===== config.mk =====
export PLATFORM = sky130hd
export DESIGN_NAME = video_top
export DESIGN_NICKNAME = d
export VERILOG_FILES = /design/src/video_pkg.sv /design/src/host_regs.sv /design/src/raster_irq.sv /design/src/video_out.sv /design/src/video_timing.sv /design/src/video_top.sv
export SDC_FILE = /design/constraint.sdc
export NUM_CORES = 1
export LEC_CHECK = 0
export BUFFER_PORTS_ARGS = -buffer_cell sky130_fd_sc_hd__buf_2
export CAP_MARGIN = 20
export CORE_MARGIN = 1
export CORE_UTILIZATION = 40
export DETAILED_ROUTE_END_ITERATION = 8
export PLACE_DENSITY = 0.68
export REMOVE_ABC_BUFFERS = 1
export SKIP_LAST_GASP = 1
export SYNTH_ARGS = -nofsm -noshare
export SYNTH_HDL_FRONTEND = slang
export SYNTH_SLANG_ARGS = --single-unit

===== constraint.sdc =====
create_clock -name clk -period 2.45 [get_ports clk]
set_input_delay 0.49 -clock clk [delete_from_list [all_inputs] [get_ports clk]]
set_output_delay 0.49 -clock clk [all_outputs]
set_load 0.01 [all_outputs]

===== src/video_pkg.sv =====
`default_nettype none

package video_pkg;

    // frame geometry
    // pixel cycles per line, counted by a 9-bit horizontal counter
    localparam int H_TOTAL = 512;
    // lines per frame, counted by the 9-bit vertical counters
    localparam int V_TOTAL = 262;

    // horizontal blank is active outside [H_VIS_START, H_VIS_END)
    localparam logic [8:0] H_VIS_START = 9'd64;
    localparam logic [8:0] H_VIS_END   = 9'd448;

    // visible lines are 14 to 237, which gives 224 lines
    localparam logic [8:0] V_VIS_START = 9'd14;
    localparam logic [8:0] V_VIS_END   = 9'd237;

    // horizontal sync start and length in pixel cycles
    // the pulse runs past the end of the line and ends in the next one
    localparam logic [8:0] HS_START = 9'd487;
    localparam logic [8:0] HS_LEN   = 9'd38;

    // vertical sync length in lines
    localparam logic [8:0] VS_LEN = 9'd4;

    // render line whose wrap produces frame_start
    localparam logic [8:0] FRAME_LINE = 9'd255;

    // host command opcode
    typedef enum logic {
        HOST_RD = 1'b0,
        HOST_WR = 1'b1
    } host_op_e;

    // host register map
    localparam logic [1:0] REG_VS_LINE  = 2'd0;
    localparam logic [1:0] REG_IRQ_LINE = 2'd1;
    // bit 0 irq enable, writing bit 1 clears the pending irq
    localparam logic [1:0] REG_IRQ_CTRL = 2'd2;
    // read only, bit 0 pending and bit 1 vertical blank
    localparam logic [1:0] REG_STATUS   = 2'd3;

    // host command, stable while req is high
    typedef struct packed {
        host_op_e   op;
        logic [1:0] addr;
        logic [8:0] wdata;
    } host_cmd_t;

    // programmable timing and interrupt settings
    typedef struct packed {
        logic [8:0] vs_line;
        logic [8:0] irq_line;
        logic       irq_en;
    } timing_cfg_t;

    // raster counters from the timing generator
    typedef struct packed {
        logic [8:0] hdump;
        logic [8:0] vdump;
        logic [8:0] vrender;
        logic [8:0] vrender1;
    } raster_t;

    // sync and blanking bits
    typedef struct packed {
        logic hs;
        logic vs;
        logic hb;
        logic vb;
        logic pre_vb;
    } sync_t;

endpackage

`default_nettype wire


===== src/host_regs.sv =====
`timescale 1ns/10ps
`default_nettype none

module host_regs #(
    parameter logic [8:0] VS_RESET_LINE = 9'd251
) (
    input  logic                   clk,
    input  logic                   reset,
    input  logic                   req,
    input  video_pkg::host_cmd_t   cmd,
    output logic                   ack,
    output logic [8:0]             rdata,
    input  logic                   pending,
    input  logic                   vb,
    output video_pkg::timing_cfg_t cfg,
    output logic                   irq_clear
);

    // registered request
    logic       req_q;
    // command executes once, on the cycle req_q is seen with ack still low
    logic       exec;
    // read data selected by the command address
    logic [8:0] rd_mux;

    assign exec = req_q && !ack;

    always_comb begin
        case (cmd.addr)
            video_pkg::REG_VS_LINE:  rd_mux = cfg.vs_line;
            video_pkg::REG_IRQ_LINE: rd_mux = cfg.irq_line;
            video_pkg::REG_IRQ_CTRL: rd_mux = {8'd0, cfg.irq_en};
            video_pkg::REG_STATUS:   rd_mux = {7'd0, vb, pending};
            default:                 rd_mux = '0;
        endcase
    end

    always_ff @(posedge clk) begin
        if (reset) begin
            req_q        <= 1'b0;
            ack          <= 1'b0;
            cfg.vs_line  <= VS_RESET_LINE;
            cfg.irq_line <= '0;
            cfg.irq_en   <= 1'b0;
            irq_clear    <= 1'b0;
        end else begin
            req_q     <= req;
            // clear is a single-cycle pulse
            irq_clear <= 1'b0;

            if (exec) begin
                // phase 2, perform the command and raise ack
                ack <= 1'b1;
                if (cmd.op == video_pkg::HOST_WR) begin
                    case (cmd.addr)
                        video_pkg::REG_VS_LINE:  cfg.vs_line  <= cmd.wdata;
                        video_pkg::REG_IRQ_LINE: cfg.irq_line <= cmd.wdata;
                        video_pkg::REG_IRQ_CTRL: begin
                            cfg.irq_en <= cmd.wdata[0];
                            irq_clear  <= cmd.wdata[1];
                        end
                        // status is read only
                        default: ;
                    endcase
                end
            end else if (!req_q && ack) begin
                // phase 4, host has dropped req so release ack
                ack <= 1'b0;
            end
        end
    end

    // read data held while ack is high
    always_ff @(posedge clk) begin
        if (exec && cmd.op == video_pkg::HOST_RD) begin
            rdata <= rd_mux;
        end
    end

    // host keeps the command steady until it sees ack
    a_cmd_stable: assert property (@(posedge clk) disable iff (reset)
        (req && $past(req) && !ack) |-> $stable(cmd));

endmodule

`default_nettype wire


===== src/raster_irq.sv =====
`timescale 1ns/10ps
`default_nettype none

module raster_irq (
    input  logic                   clk,
    input  logic                   reset,
    input  logic                   pixel_cen,
    input  video_pkg::raster_t     raster,
    input  logic                   line_inc,
    input  video_pkg::timing_cfg_t cfg,
    input  logic                   irq_clear,
    output logic                   irq
);

    // sticky interrupt flag
    logic pending;
    // programmed line reached at this line wrap
    logic line_hit;

    // line_inc is high for one pixel cycle right after the wrap
    // gating with pixel_cen gives exactly one hit per line
    // the match is on vrender1, so the irq comes two lines before vdump gets there
    assign line_hit = pixel_cen && line_inc && cfg.irq_en &&
                      (raster.vrender1 == cfg.irq_line);

    always_ff @(posedge clk) begin
        if (reset) begin
            pending <= 1'b0;
        end else if (irq_clear) begin
            // host clear wins over a new hit
            pending <= 1'b0;
        end else if (line_hit) begin
            pending <= 1'b1;
        end
    end

    assign irq = pending;

    // a new irq only starts on the pixel clock enable that follows the line wrap
    a_irq_on_cen: assert property (@(posedge clk) disable iff (reset)
        $rose(irq) |-> ($past(pixel_cen) && raster.hdump == 9'd1));

endmodule

`default_nettype wire


===== src/video_out.sv =====
`timescale 1ns/10ps
`default_nettype none

module video_out (
    input  logic             clk,
    input  logic             reset,
    input  logic             pixel_cen,
    input  video_pkg::sync_t sync,
    input  logic [14:0]      colour_in,
    output logic [14:0]      colour_out,
    output logic             hs_out,
    output logic             vs_out
);

    // either blank forces black
    logic blank;

    assign blank = sync.hb || sync.vb;

    // pixel output register
    always_ff @(posedge clk) begin
        if (reset) begin
            colour_out <= '0;
            hs_out     <= 1'b0;
            vs_out     <= 1'b0;
        end else if (pixel_cen) begin
            colour_out <= blank ? 15'd0 : colour_in;
            // syncs take the same one pixel delay as the colour
            hs_out     <= sync.hs;
            vs_out     <= sync.vs;
        end
    end

endmodule

`default_nettype wire


===== src/video_timing.sv =====
`timescale 1ns/10ps
`default_nettype none

module video_timing (
    input  logic                   clk,
    input  logic                   reset,
    input  logic                   pixel_cen,
    input  video_pkg::timing_cfg_t cfg,
    output video_pkg::raster_t     raster,
    output video_pkg::sync_t       sync,
    output logic                   line_start,
    output logic                   line_inc,
    output logic                   frame_start
);

    // last values of the horizontal and vertical counters
    localparam logic [8:0] H_LAST = 9'(video_pkg::H_TOTAL - 1);
    localparam logic [8:0] V_LAST = 9'(video_pkg::V_TOTAL - 1);

    // hsync end, the 9-bit sum wraps into the start of the next line
    localparam logic [8:0] HS_END = 9'(video_pkg::HS_START + video_pkg::HS_LEN);

    // line_start window
    // opens one line before the first visible line, closes two after the last
    localparam logic [8:0] LS_FIRST = video_pkg::V_VIS_START - 9'd1;
    localparam logic [8:0] LS_LAST  = video_pkg::V_VIS_END + 9'd2;

    // counters
    logic [8:0] hdump;
    logic [8:0] vdump;
    logic [8:0] vrender;
    logic [8:0] vrender1;

    // sync and blanking state
    logic       hs;
    logic       vs;
    logic       hb;
    logic       vb;
    // shvb[0] is the registered visible-line compare (pre_vb)
    // shvb[1] is the middle stage towards vb
    logic [1:0] shvb;

    // vsync end line follows the programmed start line
    logic [8:0] vs_end;

    assign vs_end = cfg.vs_line + video_pkg::VS_LEN;

    always_ff @(posedge clk) begin
        if (reset) begin
            // render counters start ahead of dump by one and two lines
            hdump       <= '0;
            vrender1    <= 9'd2;
            vrender     <= 9'd1;
            vdump       <= '0;
            hs          <= 1'b0;
            vs          <= 1'b0;
            hb          <= 1'b1;
            vb          <= 1'b1;
            shvb        <= 2'b11;
            line_start  <= 1'b0;
            line_inc    <= 1'b0;
            frame_start <= 1'b0;
        end else if (pixel_cen) begin
            hdump <= hdump + 9'd1;

            // blanking compares, one pixel cycle late
            shvb[0] <= (vdump < video_pkg::V_VIS_START) || (vdump > video_pkg::V_VIS_END);
            hb      <= (hdump >= video_pkg::H_VIS_END) || (hdump < video_pkg::H_VIS_START);

            // hsync start
            if (hdump == video_pkg::HS_START) begin
                hs <= 1'b1;
                // vsync only moves at the hsync edge so both stay in step
                if (vdump == cfg.vs_line) begin
                    vs <= 1'b1;
                end
                if (vdump == vs_end) begin
                    vs <= 1'b0;
                end
            end
            // hsync end, lands early in the following line
            if (hdump == HS_END) begin
                hs <= 1'b0;
            end

            // line pulses appear the cycle after the last pixel
            line_inc   <= (hdump == H_LAST);
            line_start <= (hdump == H_LAST) && (vdump >= LS_FIRST) && (vdump <= LS_LAST);

            if (hdump == H_LAST) begin
                hdump    <= '0;
                // vertical chain shifts at the line wrap
                vrender1 <= (vrender1 == V_LAST) ? 9'd0 : vrender1 + 9'd1;
                vrender  <= vrender1;
                vdump    <= vrender;
                // vb trails pre_vb by two lines
                {vb, shvb[1]} <= shvb;
                frame_start   <= (vrender1 == video_pkg::FRAME_LINE);
            end else begin
                frame_start <= 1'b0;
            end
        end
    end

    assign raster = '{hdump: hdump, vdump: vdump, vrender: vrender, vrender1: vrender1};
    assign sync   = '{hs: hs, vs: vs, hb: hb, vb: vb, pre_vb: shvb[0]};

    // horizontal counter steps once per pixel cycle and wraps after the last pixel
    a_hdump_step: assert property (@(posedge clk) disable iff (reset)
        pixel_cen |=> (hdump == 9'($past(hdump) + 9'd1)));

    // render counter wraps at the last line of the frame
    a_vrender1_range: assert property (@(posedge clk) disable iff (reset)
        vrender1 <= V_LAST);

endmodule

`default_nettype wire


===== src/video_top.sv =====
`timescale 1ns/10ps
`default_nettype none

module video_top #(
    parameter logic [8:0] VS_RESET_LINE = 9'd251
) (
    input  logic                 clk,
    input  logic                 reset,
    input  logic                 pixel_cen,
    input  logic                 req,
    input  video_pkg::host_cmd_t cmd,
    output logic                 ack,
    output logic [8:0]           rdata,
    input  logic [14:0]          colour_in,
    output logic [14:0]          colour_out,
    output logic                 hs_out,
    output logic                 vs_out,
    output logic                 hb,
    output logic                 vb,
    output logic [8:0]           vdump,
    output logic                 line_start,
    output logic                 frame_start,
    output logic                 irq
);

    video_pkg::timing_cfg_t cfg;
    video_pkg::raster_t     raster;
    video_pkg::sync_t       sync;
    logic                   line_inc;
    logic                   irq_clear;

    video_timing u_timing (
        .clk         (clk),
        .reset       (reset),
        .pixel_cen   (pixel_cen),
        .cfg         (cfg),
        .raster      (raster),
        .sync        (sync),
        .line_start  (line_start),
        .line_inc    (line_inc),
        .frame_start (frame_start)
    );

    host_regs #(
        .VS_RESET_LINE (VS_RESET_LINE)
    ) u_regs (
        .clk       (clk),
        .reset     (reset),
        .req       (req),
        .cmd       (cmd),
        .ack       (ack),
        .rdata     (rdata),
        .pending   (irq),
        .vb        (sync.vb),
        .cfg       (cfg),
        .irq_clear (irq_clear)
    );

    raster_irq u_irq (
        .clk       (clk),
        .reset     (reset),
        .pixel_cen (pixel_cen),
        .raster    (raster),
        .line_inc  (line_inc),
        .cfg       (cfg),
        .irq_clear (irq_clear),
        .irq       (irq)
    );

    video_out u_out (
        .clk        (clk),
        .reset      (reset),
        .pixel_cen  (pixel_cen),
        .sync       (sync),
        .colour_in  (colour_in),
        .colour_out (colour_out),
        .hs_out     (hs_out),
        .vs_out     (vs_out)
    );

    assign hb    = sync.hb;
    assign vb    = sync.vb;
    assign vdump = raster.vdump;

endmodule

`default_nettype wire

---- Word-level counts from Yosys, hierarchy flattened ----
Index checks and enable logic that the tools add are counted.
word-level totals
  register bits after elaboration ......... 94
  input port bits ......................... 31
operators by class
  $add $sub $neg .......................... 3
  order comparisons ....................... 6
  eq/ne operators ......................... 11
  multiplexer cells ....................... 11
  bitwise logic cells ..................... 3
  reduce and logical (&&, ||, !) cells .... 25
operators by type and width
  cell                                                               number
  case mux 9 bit (4 select lines)                                    1
  == test 9 bit                                                      3
  == test 9 bit, second input constant                               3
  adder 9 x 1 -> 9 bit, second input constant                        2
  two-way mux 9 bit                                                  2
  two-way mux 15 bit                                                 1
  AND reduction 3 bit                                                4
  adder 9 x 3 -> 9 bit, second input constant                        1
  == test 9 x 4 -> 1 bit, second input constant                      1
  == test 9 x 8 -> 1 bit, second input constant                      1
  greater-or-equal comparator 9 x 4 -> 1 bit, second input constant  1
  greater-or-equal comparator 9 bit, second input constant           1
  greater-than comparator 9 x 8 -> 1 bit, second input constant      1
  less-or-equal comparator 9 x 8 -> 1 bit, second input constant     1
  less-than comparator 9 x 4 -> 1 bit, second input constant         1
  less-than comparator 9 x 7 -> 1 bit, second input constant         1
  logical AND 1 bit                                                  8
  two-way mux 1 bit                                                  7
  nonzero test 2 bit                                                 3
  == test 2 bit, second input constant                               2
  AND reduction 2 bit                                                2
  OR reduction 4 bit                                                 1
  logical OR 1 bit                                                   3
  inverter 1 bit                                                     3
  other kinds (4)                                                    5

---- Logic depth before layout (Yosys ltp) ----
Gate-level depths: netlist of the first run.
  depth after elaboration ................. 4
  depth in mapped cells ................... 10
  gate-level depth less buffers ........... 9

---- By module ----
From an unflattened synthesis of the first run, not the netlist that was laid out.
unflattened totals
  cells, all modules ...................... 483
  area total of the unflattened synthesis .. 4494.3 um^2
modules (own cells, without submodules)
  module        instances  cells an instance  area an instance (um^2)  sequential area each (um^2)
  video_timing  1          271                2198.4                   900.9
  host_regs     1          122                1412.6                   710.7
  video_out     1          73                 740.7                    340.3
  raster_irq    1          17                 142.6                    20.0

---- Least setup slack after synthesis of the first run ----
Ideal clock, no wire load.
  kind .................................... register to register
  start point ............................. register u_timing.hdump[0]
  end point ............................... register u_timing.vrender1[5]
  setup time .............................. 0.070 ns
  arrival time ............................ 1.987 ns
  required time ........................... 2.380 ns
  slack ................................... 0.393 ns
  stages on the path, launching flop included .. 10
  path buffers ............................ 1
  cells stage by stage .................... dfxtp_1 > ha_1 > nand2_1 > nor3_1 > ha_1 > and2_1 > clkbuf_1 > nand4_1 > or3_1 > a21oi_1
between the ends
  cells in the longest elaborated chain, start to end .. 2
ends and longest elaborated chain
  element                        line                source
  from (decl)                    video_timing.sv:29  logic [8:0] hdump;
  from (signal assigned)         video_timing.sv:64  hdump <= hdump + 9'd1;
  == test 9 bit                  video_timing.sv:90  if (hdump == H_LAST) begin
  AND reduction 2 bit (no line)  --
  to (signal assigned)           video_timing.sv:93  vrender1 <= (vrender1 == V_LAST) ? 9'd0 : vrender1 + 9'd1;
  to (decl)                      video_timing.sv:32  logic [8:0] vrender1;
Every way passes these cells.
A chain may end at the register's enable or synchronous reset.

---- Worst setup path after layout of the first run ----
Same ends and word-level chain as after synthesis.

==> results of run 1 <==
[power by group through the flow]
stage	logic, W	clock network (W)	registers [W]
floorplan	0.0000577	0	0.00161
global placement	0.000136	0	0.00161
detailed placement	0.000138	0	0.00162
CTS	0.000139	0.00103	0.00158
global route	0.000152	0.00108	0.00158
finish	0.000139	0.00101	0.00158
[flip-flops by register name (all words and copies together) (netlist names), 2 cells and up]
register,count
u_out.colour_out,15
u_regs.cfg,19
u_regs.rdata,9
u_timing.hdump,9
u_timing.shvb,2
u_timing.vdump,9
u_timing.vrender,9
u_timing.vrender1,9
[metrics by stage]
step	area (um^2)	hold slack, ns	power, W
5_1_grt	4770	0.336	0.00281
2_1_floorplan	4000	0.374	0.00167
3_5_place_dp	4580	0.397	0.00175
6_report	4770	0.328	0.00273
4_1_cts	4770	0.322	0.00275
3_3_place_gp	4580	0.384	0.00175
[critical path, stage by stage, from the launching register on]
cell     delay, ns
dfxtp_1       0.42
ha_1          0.24
nand2_1       0.09
nor3_1        0.20
ha_1          0.23
and2_1        0.18
nand4_1       0.19
or3_1         0.36
a21oi_1       0.14
[metal layers]
metal | share of wire | vias up | GRT usage
li1 | - | 1688 | -
met3 | 0.035 | 13 | 0.0320
met4 | 0.017 | 0 | 0.0796
met1 | 0.46 | 1620 | 0.226
met2 | 0.49 | 68 | 0.292
met5 | 0 | - | 0
[cell usage after synthesis, types with 5 or more instances]
library cell  count  area, um^2
xnor2_1          10        87.6
xor2_1           23         201
nor2b_1          10        62.6
nand3b_1          5        37.5
buf_2             5        25.0
a211o_1           7        61.3
nand4_1           6        37.5
ha_1              9         113
a21oi_1          36         180
clkbuf_1         24        90.1
mux2i_1          15         150
nand3_1           9        45.0
inv_1             5        18.8
a22oi_1          17         128
buf_4             9        67.6
dfxtp_1          85        1700
nor3_1            8        40.0
nor2_1           55         206
nand2_1          71         267
edfxtp_1          9         270
[area by class of cell]
class | count | area share
multi-input cells | 329 | 0.420
flip-flops and latches | 94 | 0.414
repair buffers | 79 | 0.0871
well taps | 133 | 0.0349
clock buffers | 10 | 0.0268
clock inverters | 6 | 0.0131
inverters | 6 | 0.00472
[cells by family after synthesis]
| group | after synthesis |
|---|---|
| AO/OA/AOI/OAI | 79 |
| multiplexers | 16 |
| buffers and inverters | 44 |
| AND/OR/NAND/NOR | 191 |
| adder cells (fa/ha/maj) | 9 |
| flip-flops | 94 |
| XOR/XNOR | 34 |
[worst paths after layout]
check | slack, ns | start | end | cells past startpoint
max | 0.33 | u_timing.hdump[0] | u_timing.vrender1[5] | 8
min | 0.33 | req | u_regs.req_q | 2
max reg2reg | 0.33 | u_timing.hdump[0] | u_timing.vrender1[5] | 8
min reg2reg | 0.41 | u_regs.irq_clear | u_irq.irq | 1
==> impl_results.md, run 1 <==
* Dpl ws at 0.357 ns
* Post-cts sizing count at 0
* First-pass GRT wire length at 15300 um
* CTS Buffer Depth at 2
* Setup bufs post-CTS at 0
* Minimum clock period at 2.12 ns
* Port Buffers at 71
* Commonest non-fill, non-tap cell in the layout: dfxtp_1
* Netlist cell types at 48
* Largest family of logic cells by synthesized area: simple AND/OR/NAND/NOR gates
* Post-synthesis mux area share at 0.0413
* Setup-failing EPs final at 0
* Num CTS Buffers at 9
* CTS tree: built
* Post-Synth Simple-Gate Area at 0.214
* Via-per-instance ratio at 5.16
* Rel. slew slack at 0.454
* Synth Area in Compound Gates at 0.121
* Adder-Cell Fraction of Synth Area at 0.0269
* Synth-to-Final Area Change at 14.1%
* Vias in the first global route at 3138
* Antenna-violating nets left at 0
* CTS clock-pin slew for the worst setup and hold paths at 0.09 ns
* DRT iter0 DRCs at 177
* Final Util at 0.479
* Max-Cap Viols at 0
* Die H at 104 um
* Switching fraction of total power at 0.235
* Starting density of the core at 0.420
* # rows at 36
* YS warnings at 0
* Antenna violations before repair at 0
* Gate power share at 0.051
* Pleak at 1.89 nW
* Wirelength, routed at 9460 um
* GRT Total Usage at 0.177
* GPL Wtd Cong at 0.832
* # diodes at 0
* Int Pwr at 0.00209 W
* CP max FO at 5
* Clk_skew at 0.00673 ns
* Unrepaired setup endpoints after global routing: no
* H-tree levels at 3
* Ys async rst share at 0
* Final hold vios at 0
* Max Slew Vio Count at 0
* Router iterations before antenna repair at 4
* Worst hold path type: input pin to register
* Crit path required time at 2.76 ns
* Post-synthesis sequential area ratio at 0.472
* Die area at 10900 um^2
* Die width at 104 um
* Share of layout cells above drive strength 1 at 0.191
* Post-synth EDFFs at 9
* Seq. cell area at 1970 um^2
* Power per cell area at 573 nW/um^2
* Routed len/inst at 14.4 um
* Seq pwr share at 0.578
* Final critical-path share of the clock period at 0.865
* TNS Setup at 0 ns
* Fin cells at 657
* Post-layout net count at 559
* Clk network pwr share at 0.371
* Worst Path Arrival at 2.43 ns
* Root buf cell: clkbuf_8
* Final worst setup slack at 0.331 ns
* Peak supply drop at 0.000230 V
* DR vias at 3389
* Commonest cells after routing, fill and taps aside: dfxtp_1 (85), nand2_1 (71), buf_2 (71)
* Hold Buf Count CTS at 0
* Switching pwr at 0.000642 W
* Flops & latches, synth at 94
* Kind of critical path: register to register
* Placed cells at 641
* DPL Wire Length at 6660 um
* Status: completed
* Fillers at 975
* DRC Markers at 0
* Post-synthesis cell area at 4180 um^2
* Gr ovfl total at 0
* Mapped Cells at 467
* Multi-input gate area at 2000 um^2
* Core area at 9950 um^2
* Pin count of the biggest net entering global routing at 25
* Post-Synth XOR/XNOR Area at 0.0757
* Top FF cell, synth: dfxtp_1
* Top Ports at 72
* CP Capture Type: register
* Fmax achieved at 0.472 GHz
* Startpoint type of the worst setup path: register
* Clock Sinks at 94
* Clock Latency Late Sink at 0.37 ns
* Measured slew at the worst slew-check pin at 0.817 ns
* Mapped Avg Cell Area at 8.95 um^2
Note: power is estimated with default switching activity, not from simulation.
==> run 2, diff against run 1 <==
SYNTH_HIERARCHICAL = 1   (was unset)
==> run 2 against run 1 <==
Fmax fell by 4.8%. Final cell count up 4.6%. Critical path depth is 1 higher. Die area is 7.2% higher. Clock skew is 0.0011 ns higher. Synthesized cell count up 3.2%. Register-to-register slack worse by 0.11 ns. Clock-buffer cell count unchanged. Via count increased by 5.3%. Wire length is 4.6% higher. Sequential share of layout area is 2.5 points lower.
==> impl_results.md, run 2 <==
* Dpl ws at 0.261 ns (-0.0959 ns)
* CTS Buffer Depth at 2 (unchanged)
* Clk_skew at 0.00780 ns (+0.00107 ns)
* Fmax achieved at 0.449 GHz (-4.8%)
* Commonest cells after routing, fill and taps aside: dfxtp_1 (85), buf_2 (71), nor2_1 (56)
* Post-layout net count at 582 (+4.1%)
* Antenna violations before repair at 0 (unchanged)
* Setup-failing EPs final at 0 (unchanged)
* Share of layout cells above drive strength 1 at 0.188 (-0.00254)
* CTS tree: built
* Rel. slew slack at 0.470 (+0.0153)
* Port Buffers at 71 (unchanged)
* Placed cells at 671 (+4.7%)
* Worst Path Arrival at 2.54 ns (+0.11 ns)
* PnR Total Power at 0.00274 W (+0.25%)
* Via-per-instance ratio at 5.19 (+0.66%)
* Num CTS Buffers at 9 (unchanged)
* Largest Register: u_regs/cfg
* Measured slew at the worst slew-check pin at 0.794 ns (-0.0229 ns)
* DRT iter0 DRCs at 179 (+1.1%)
* Final worst setup slack at 0.225 ns (-0.107 ns)
* Minimum clock period at 2.23 ns (+0.107 ns)
* Commonest non-fill, non-tap cell in the layout: dfxtp_1
* First-pass GRT wire length at 16200 um (+5.6%)
* Top Ports at 72 (unchanged)
* YS warnings at 6 (+6)
* # diodes at 0 (unchanged)
* CP Capture Type: register
* Startpoint type of the worst setup path: register
* Die H at 108 um (+3.5%)
* Largest registers: u_regs/cfg x19, u_out/colour_out x15
* Crit path required time at 2.77 ns (about the same)
* Max Slew Vio Count at 0 (unchanged)
* Setup bufs post-CTS at 0 (unchanged)
* Router iterations before antenna repair at 5 (+1)
* TNS Setup at 0 ns (unchanged)
* Synth-to-Final Area Change at 13.1%
* Die area at 11600 um^2 (+7.2%)
* Post-cts sizing count at 0 (unchanged)
* Largest register FFs at 19 (unchanged)
* Final hold vios at 0 (unchanged)
* Root buf cell: clkbuf_8
* Pin count of the biggest net entering global routing at 33 (+32%)
* CP max FO at 25 (+20)
* Worst hold path type: input pin to register
* H-tree levels at 3 (unchanged)
* Pleak at 1.98 nW (+5.2%)
* Final critical-path share of the clock period at 0.908 (+0.0436)
* Unrepaired setup endpoints after global routing: no
* Wirelength, routed at 9900 um (+4.6%)
* Post-synthesis cell area at 4490 um^2 (+7.4%)
* Clock Latency Late Sink at 0.37 ns (about the same)
* Max-Cap Viols at 0 (unchanged)
* Antenna-violating nets left at 0 (unchanged)
* Clock Sinks at 94 (unchanged)
* Status: completed
* GPL Wtd Cong at 0.822 (-1.2%)
* GRT Total Usage at 0.179 (+0.00198)
* Mapped Cells at 482 (+3.2%)
* # rows at 38 (+5.6%)
* DRC Markers at 0 (unchanged)
* Core area at 10900 um^2 (+9.4%)
* Routed len/inst at 14.4 um (about the same)
* Gr ovfl total at 0 (unchanged)
* Hold Buf Count CTS at 0 (unchanged)
* CTS clock-pin slew for the worst setup and hold paths at 0.09 ns (about the same)
* Mapped Avg Cell Area at 9.31 um^2 (+4.0%)
* DPL Wire Length at 7080 um (+6.3%)
* Die width at 108 um (+3.5%)
* Peak supply drop at 0.000332 V (+44%)
* Power per cell area at 540 nW/um^2 (-5.8%)
* Vias in the first global route at 3377 (+7.6%)
* DR vias at 3567 (+5.3%)
* Kind of critical path: register to register
* Starting density of the core at 0.412 (-0.00772)
* Fin cells at 687 (+4.6%)
run 2: worst max-delay path: stages (launching register included):
cell and delay (ns):
dfxtp_1 0.43, ha_1 0.25, nand3_1 0.11, nor3_1 0.20
ha_1 0.23, and2_1 0.18, buf_4 0.27, nand2_1 0.14
mux2_2 0.28, nor2_1 0.07
run 2: report_power, final:
group | switching [W] | internal, W | leakage, nW
clock network | 0.000543 | 0.000469 | 0.0926
logic | 0.0000867 | 0.0000657 | 1.12
registers | 0.0000108 | 0.00156 | 0.768
total | 0.000641 | 0.00210 | 1.98
run 2: cell type report:
| cell class | instances | area (um^2) |
|---|---|---|
| timing repair buffer | 80 | 423 |
| fill | 1039 | 5810 |
| multi-input combinational | 350 | 2290 |
| clock buffer | 10 | 128 |
| clock inverter | 6 | 61.3 |
| sequential | 94 | 1970 |
| inverter | 7 | 26.3 |
| tap | 140 | 175 |
run 2: per-layer routing:
layer  part of all wire  wire (um)  GRT usage
met1               0.47       4670      0.227
met2               0.47       4680      0.295
met3              0.039        390     0.0303
met4              0.016        156     0.0871
met5                  0          0          0
run 2: worst paths after layout:
kind                            start              endpoint  slack, ns  cells after the start
setup / recovery    u_timing/hdump[0]  u_timing/vrender1[0]       0.22                      9
hold / removal                    req          u_regs/req_q       0.33                      2
setup reg to reg    u_timing/hdump[0]  u_timing/vrender1[0]       0.22                      9
hold reg to reg   u_timing/vrender[1]     u_timing/vdump[1]       0.46                      2
run 2: through the flow:
stage / area [um^2] / util / hold slack [ns]
2_1_floorplan: 4290 / - / 0.426
3_3_place_gp: 4890 / 0.449 / 0.438
3_5_place_dp: 4890 / 0.449 / 0.447
4_1_cts: 5070 / 0.466 / 0.320
5_1_grt: 5070 / 0.466 / 0.329
6_report: 5070 / 0.466 / 0.326
==> run 3, diff against run 2 <==
clock period = 2.8 ns   (was 2.45 ns; I/O delays follow)
==> run 3 against run 2 <==
Final area decreased by 0.25%. Wire length increased by 1.1%. Critical path depth did not move. Largest cell class unchanged. Largest power group unchanged. Highest routed layer unchanged.
==> impl_results.md, run 3 (synthesis results as in run 2) <==
* Starting density of the core at 0.412 (unchanged)
* Die area at 11600 um^2 (unchanged)
* GPL Wtd Cong at 0.829 (+0.91%)
* Switching pwr at 0.000560 W (-13%)
* Minimum clock period at 2.29 ns (+0.0692 ns)
* Pleak at 1.98 nW (about the same)
* Final critical-path share of the clock period at 0.820 (-0.0888)
* Num CTS Buffers at 9 (unchanged)
* Share of layout cells above drive strength 1 at 0.189 (+0.000345)
* H-tree levels at 3 (unchanged)
* Fin cells at 686 (-0.15%)
* Crit-path max cell delay at 0.44 ns (about the same)
* Max-Cap Viols at 0 (unchanged)
* Buf+Inv Stages, Crit Path at 1 (unchanged)
* Hold Buf Count CTS at 0 (unchanged)
* Die H at 108 um (unchanged)
* Clock Latency Late Sink at 0.37 ns (about the same)
* Gate power share at 0.056 (about the same)
* CTS tree: built
* DR vias at 3561 (-0.17%)
* CP Capture Type: register
* Final hold vios at 0 (unchanged)
* Antenna-violating nets left at 0 (unchanged)
* DRC Markers at 0 (unchanged)
* Startpoint type of the worst setup path: register
* # diodes at 0 (unchanged)
* Delay-heaviest family, CP: simple AND/OR/NAND/NOR gates
* CP max FO at 25 (unchanged)
* Routed len/inst at 14.6 um (+1.2%)
* Largest registers: u_regs/cfg x19, u_out/colour_out x15
* Setup-failing EPs final at 0 (unchanged)
* Commonest non-fill, non-tap cell in the layout: dfxtp_1
* DPL Wire Length at 7200 um (+1.7%)
* Clk_skew at 0.00964 ns (+0.00185 ns)
* Top Ports at 72 (unchanged)
* Most frequent cell on the critical path: ha_1
* Core area at 10900 um^2 (unchanged)
* Via-per-instance ratio at 5.19 (about the same)
* Seq pwr share at 0.585 (+0.010)
* Max Slew Vio Count at 0 (unchanged)
* Rel. slew slack at 0.456 (-0.0132)
* Largest register FFs at 19 (unchanged)
* Hold WS at 0.395 ns (+0.0693 ns)
* Clk network pwr share at 0.359 (-0.011)
* CTS clock-pin slew for the worst setup and hold paths at 0.09 ns (about the same)
* Status: completed
* Gr ovfl total at 0 (unchanged)
* Int Pwr at 0.00180 W (-14%)
* Setup bufs post-CTS at 0 (unchanged)
* Largest Register: u_regs/cfg
* Crit path required time at 3.12 ns (+0.35 ns)
* Switching fraction of total power at 0.238 (+0.00370)
* Worst hold path type: input pin to register
* Kind of critical path: register to register
* Clock Sinks at 94 (unchanged)
* Unrepaired setup endpoints after global routing: no
* Worst Path Arrival at 2.61 ns (+0.07 ns)
* Power per cell area at 465 nW/um^2 (-14%)
* Critical path, cell by cell: ha_1 > nand3_1 > nor3_1 > ha_1 > and2_1 > buf_4 > nand2_1 > mux2_2 > nor2_1
* DRT iter0 DRCs at 235 (+31%)
* CTS Buffer Depth at 2 (unchanged)
* Post-cts sizing count at 0 (unchanged)
* Commonest cells after routing, fill and taps aside: dfxtp_1 (85), buf_2 (71), nor2_1 (56)
* # rows at 38 (unchanged)
* Wirelength, routed at 10000 um (+1.1%)
* Crit path max-delay cell type: dfxtp_1
* Root buf cell: clkbuf_8
* Placed cells at 670 (-0.15%)
* Peak supply drop at 0.000209 V (-37%)
* Pin count of the biggest net entering global routing at 42 (+27%)
* GRT Total Usage at 0.180 (+0.000666)
* Measured slew at the worst slew-check pin at 0.814 ns (+0.0198 ns)
* Post-layout net count at 581 (-0.17%)
* Die width at 108 um (unchanged)
* Synth-to-Final Area Change at 12.8%
* Antenna violations before repair at 0 (unchanged)
* Vias in the first global route at 3375 (-0.059%)
* Fmax achieved at 0.436 GHz (-3.0%)
* Port Buffers at 71 (unchanged)
* First-pass GRT wire length at 16200 um (+0.38%)
* TNS Setup at 0 ns (unchanged)
* Router iterations before antenna repair at 4 (-1)
run 3: routing by layer:
metal,part of all wire,global-route usage
met1,0.47,0.232
met2,0.47,0.293
met3,0.040,0.0291
met4,0.022,0.0871
met5,0,0
run 3: final timing paths:
kind / startpoint / end / slack (ns) / cells after the start
setup reg to reg: u_timing/hdump[0] / u_timing/vrender1[0] / 0.51 / 9
hold / removal: req / u_regs/req_q / 0.39 / 2
hold reg to reg: u_timing/vrender[2] / u_timing/vdump[2] / 0.46 / 2
setup / recovery: u_timing/hdump[0] / u_timing/vrender1[0] / 0.51 / 9
run 3: per-stage QoR:
stage          setup WS, ns  area [um^2]  power, W  utilization
2_1_floorplan         0.424         4290   0.00147            -
3_3_place_gp          0.696         4880   0.00154        0.448
3_5_place_dp          0.543         4880   0.00154        0.448
4_1_cts               0.514         5060   0.00238        0.465
5_1_grt               0.292         5060   0.00245        0.465
6_report              0.505         5060   0.00236        0.465
run 3: power groups by stage:
stage	Clock [W]	Sequential (W)	Combinational, W
after global placement	0	0.00141	0.000129
after floorplan	0	0.00141	0.0000560
final	0.000846	0.00138	0.000132
after detailed placement	0	0.00141	0.000132
after global routing	0.000927	0.00138	0.000146
after CTS	0.000869	0.00138	0.000133
run 3: worst register-to-register path, cell delays in order (launching register included):
cell     delay, ns
dfxtp_1       0.44
ha_1          0.26
nand3_1       0.12
nor3_1        0.23
ha_1          0.25
and2_1        0.18
buf_4         0.26
nand2_1       0.14
mux2_2        0.28
nor2_1        0.08
run 3: layout make-up:
class	instances	area, um^2
Fill cell	1055	5830
Multi-Input combinational cell	350	2290
Sequential cell	94	1970
Timing Repair Buffer	79	415
Tap cell	140	175
Clock buffer	11	151
Clock inverter	5	32.5
Inverter	7	26.3
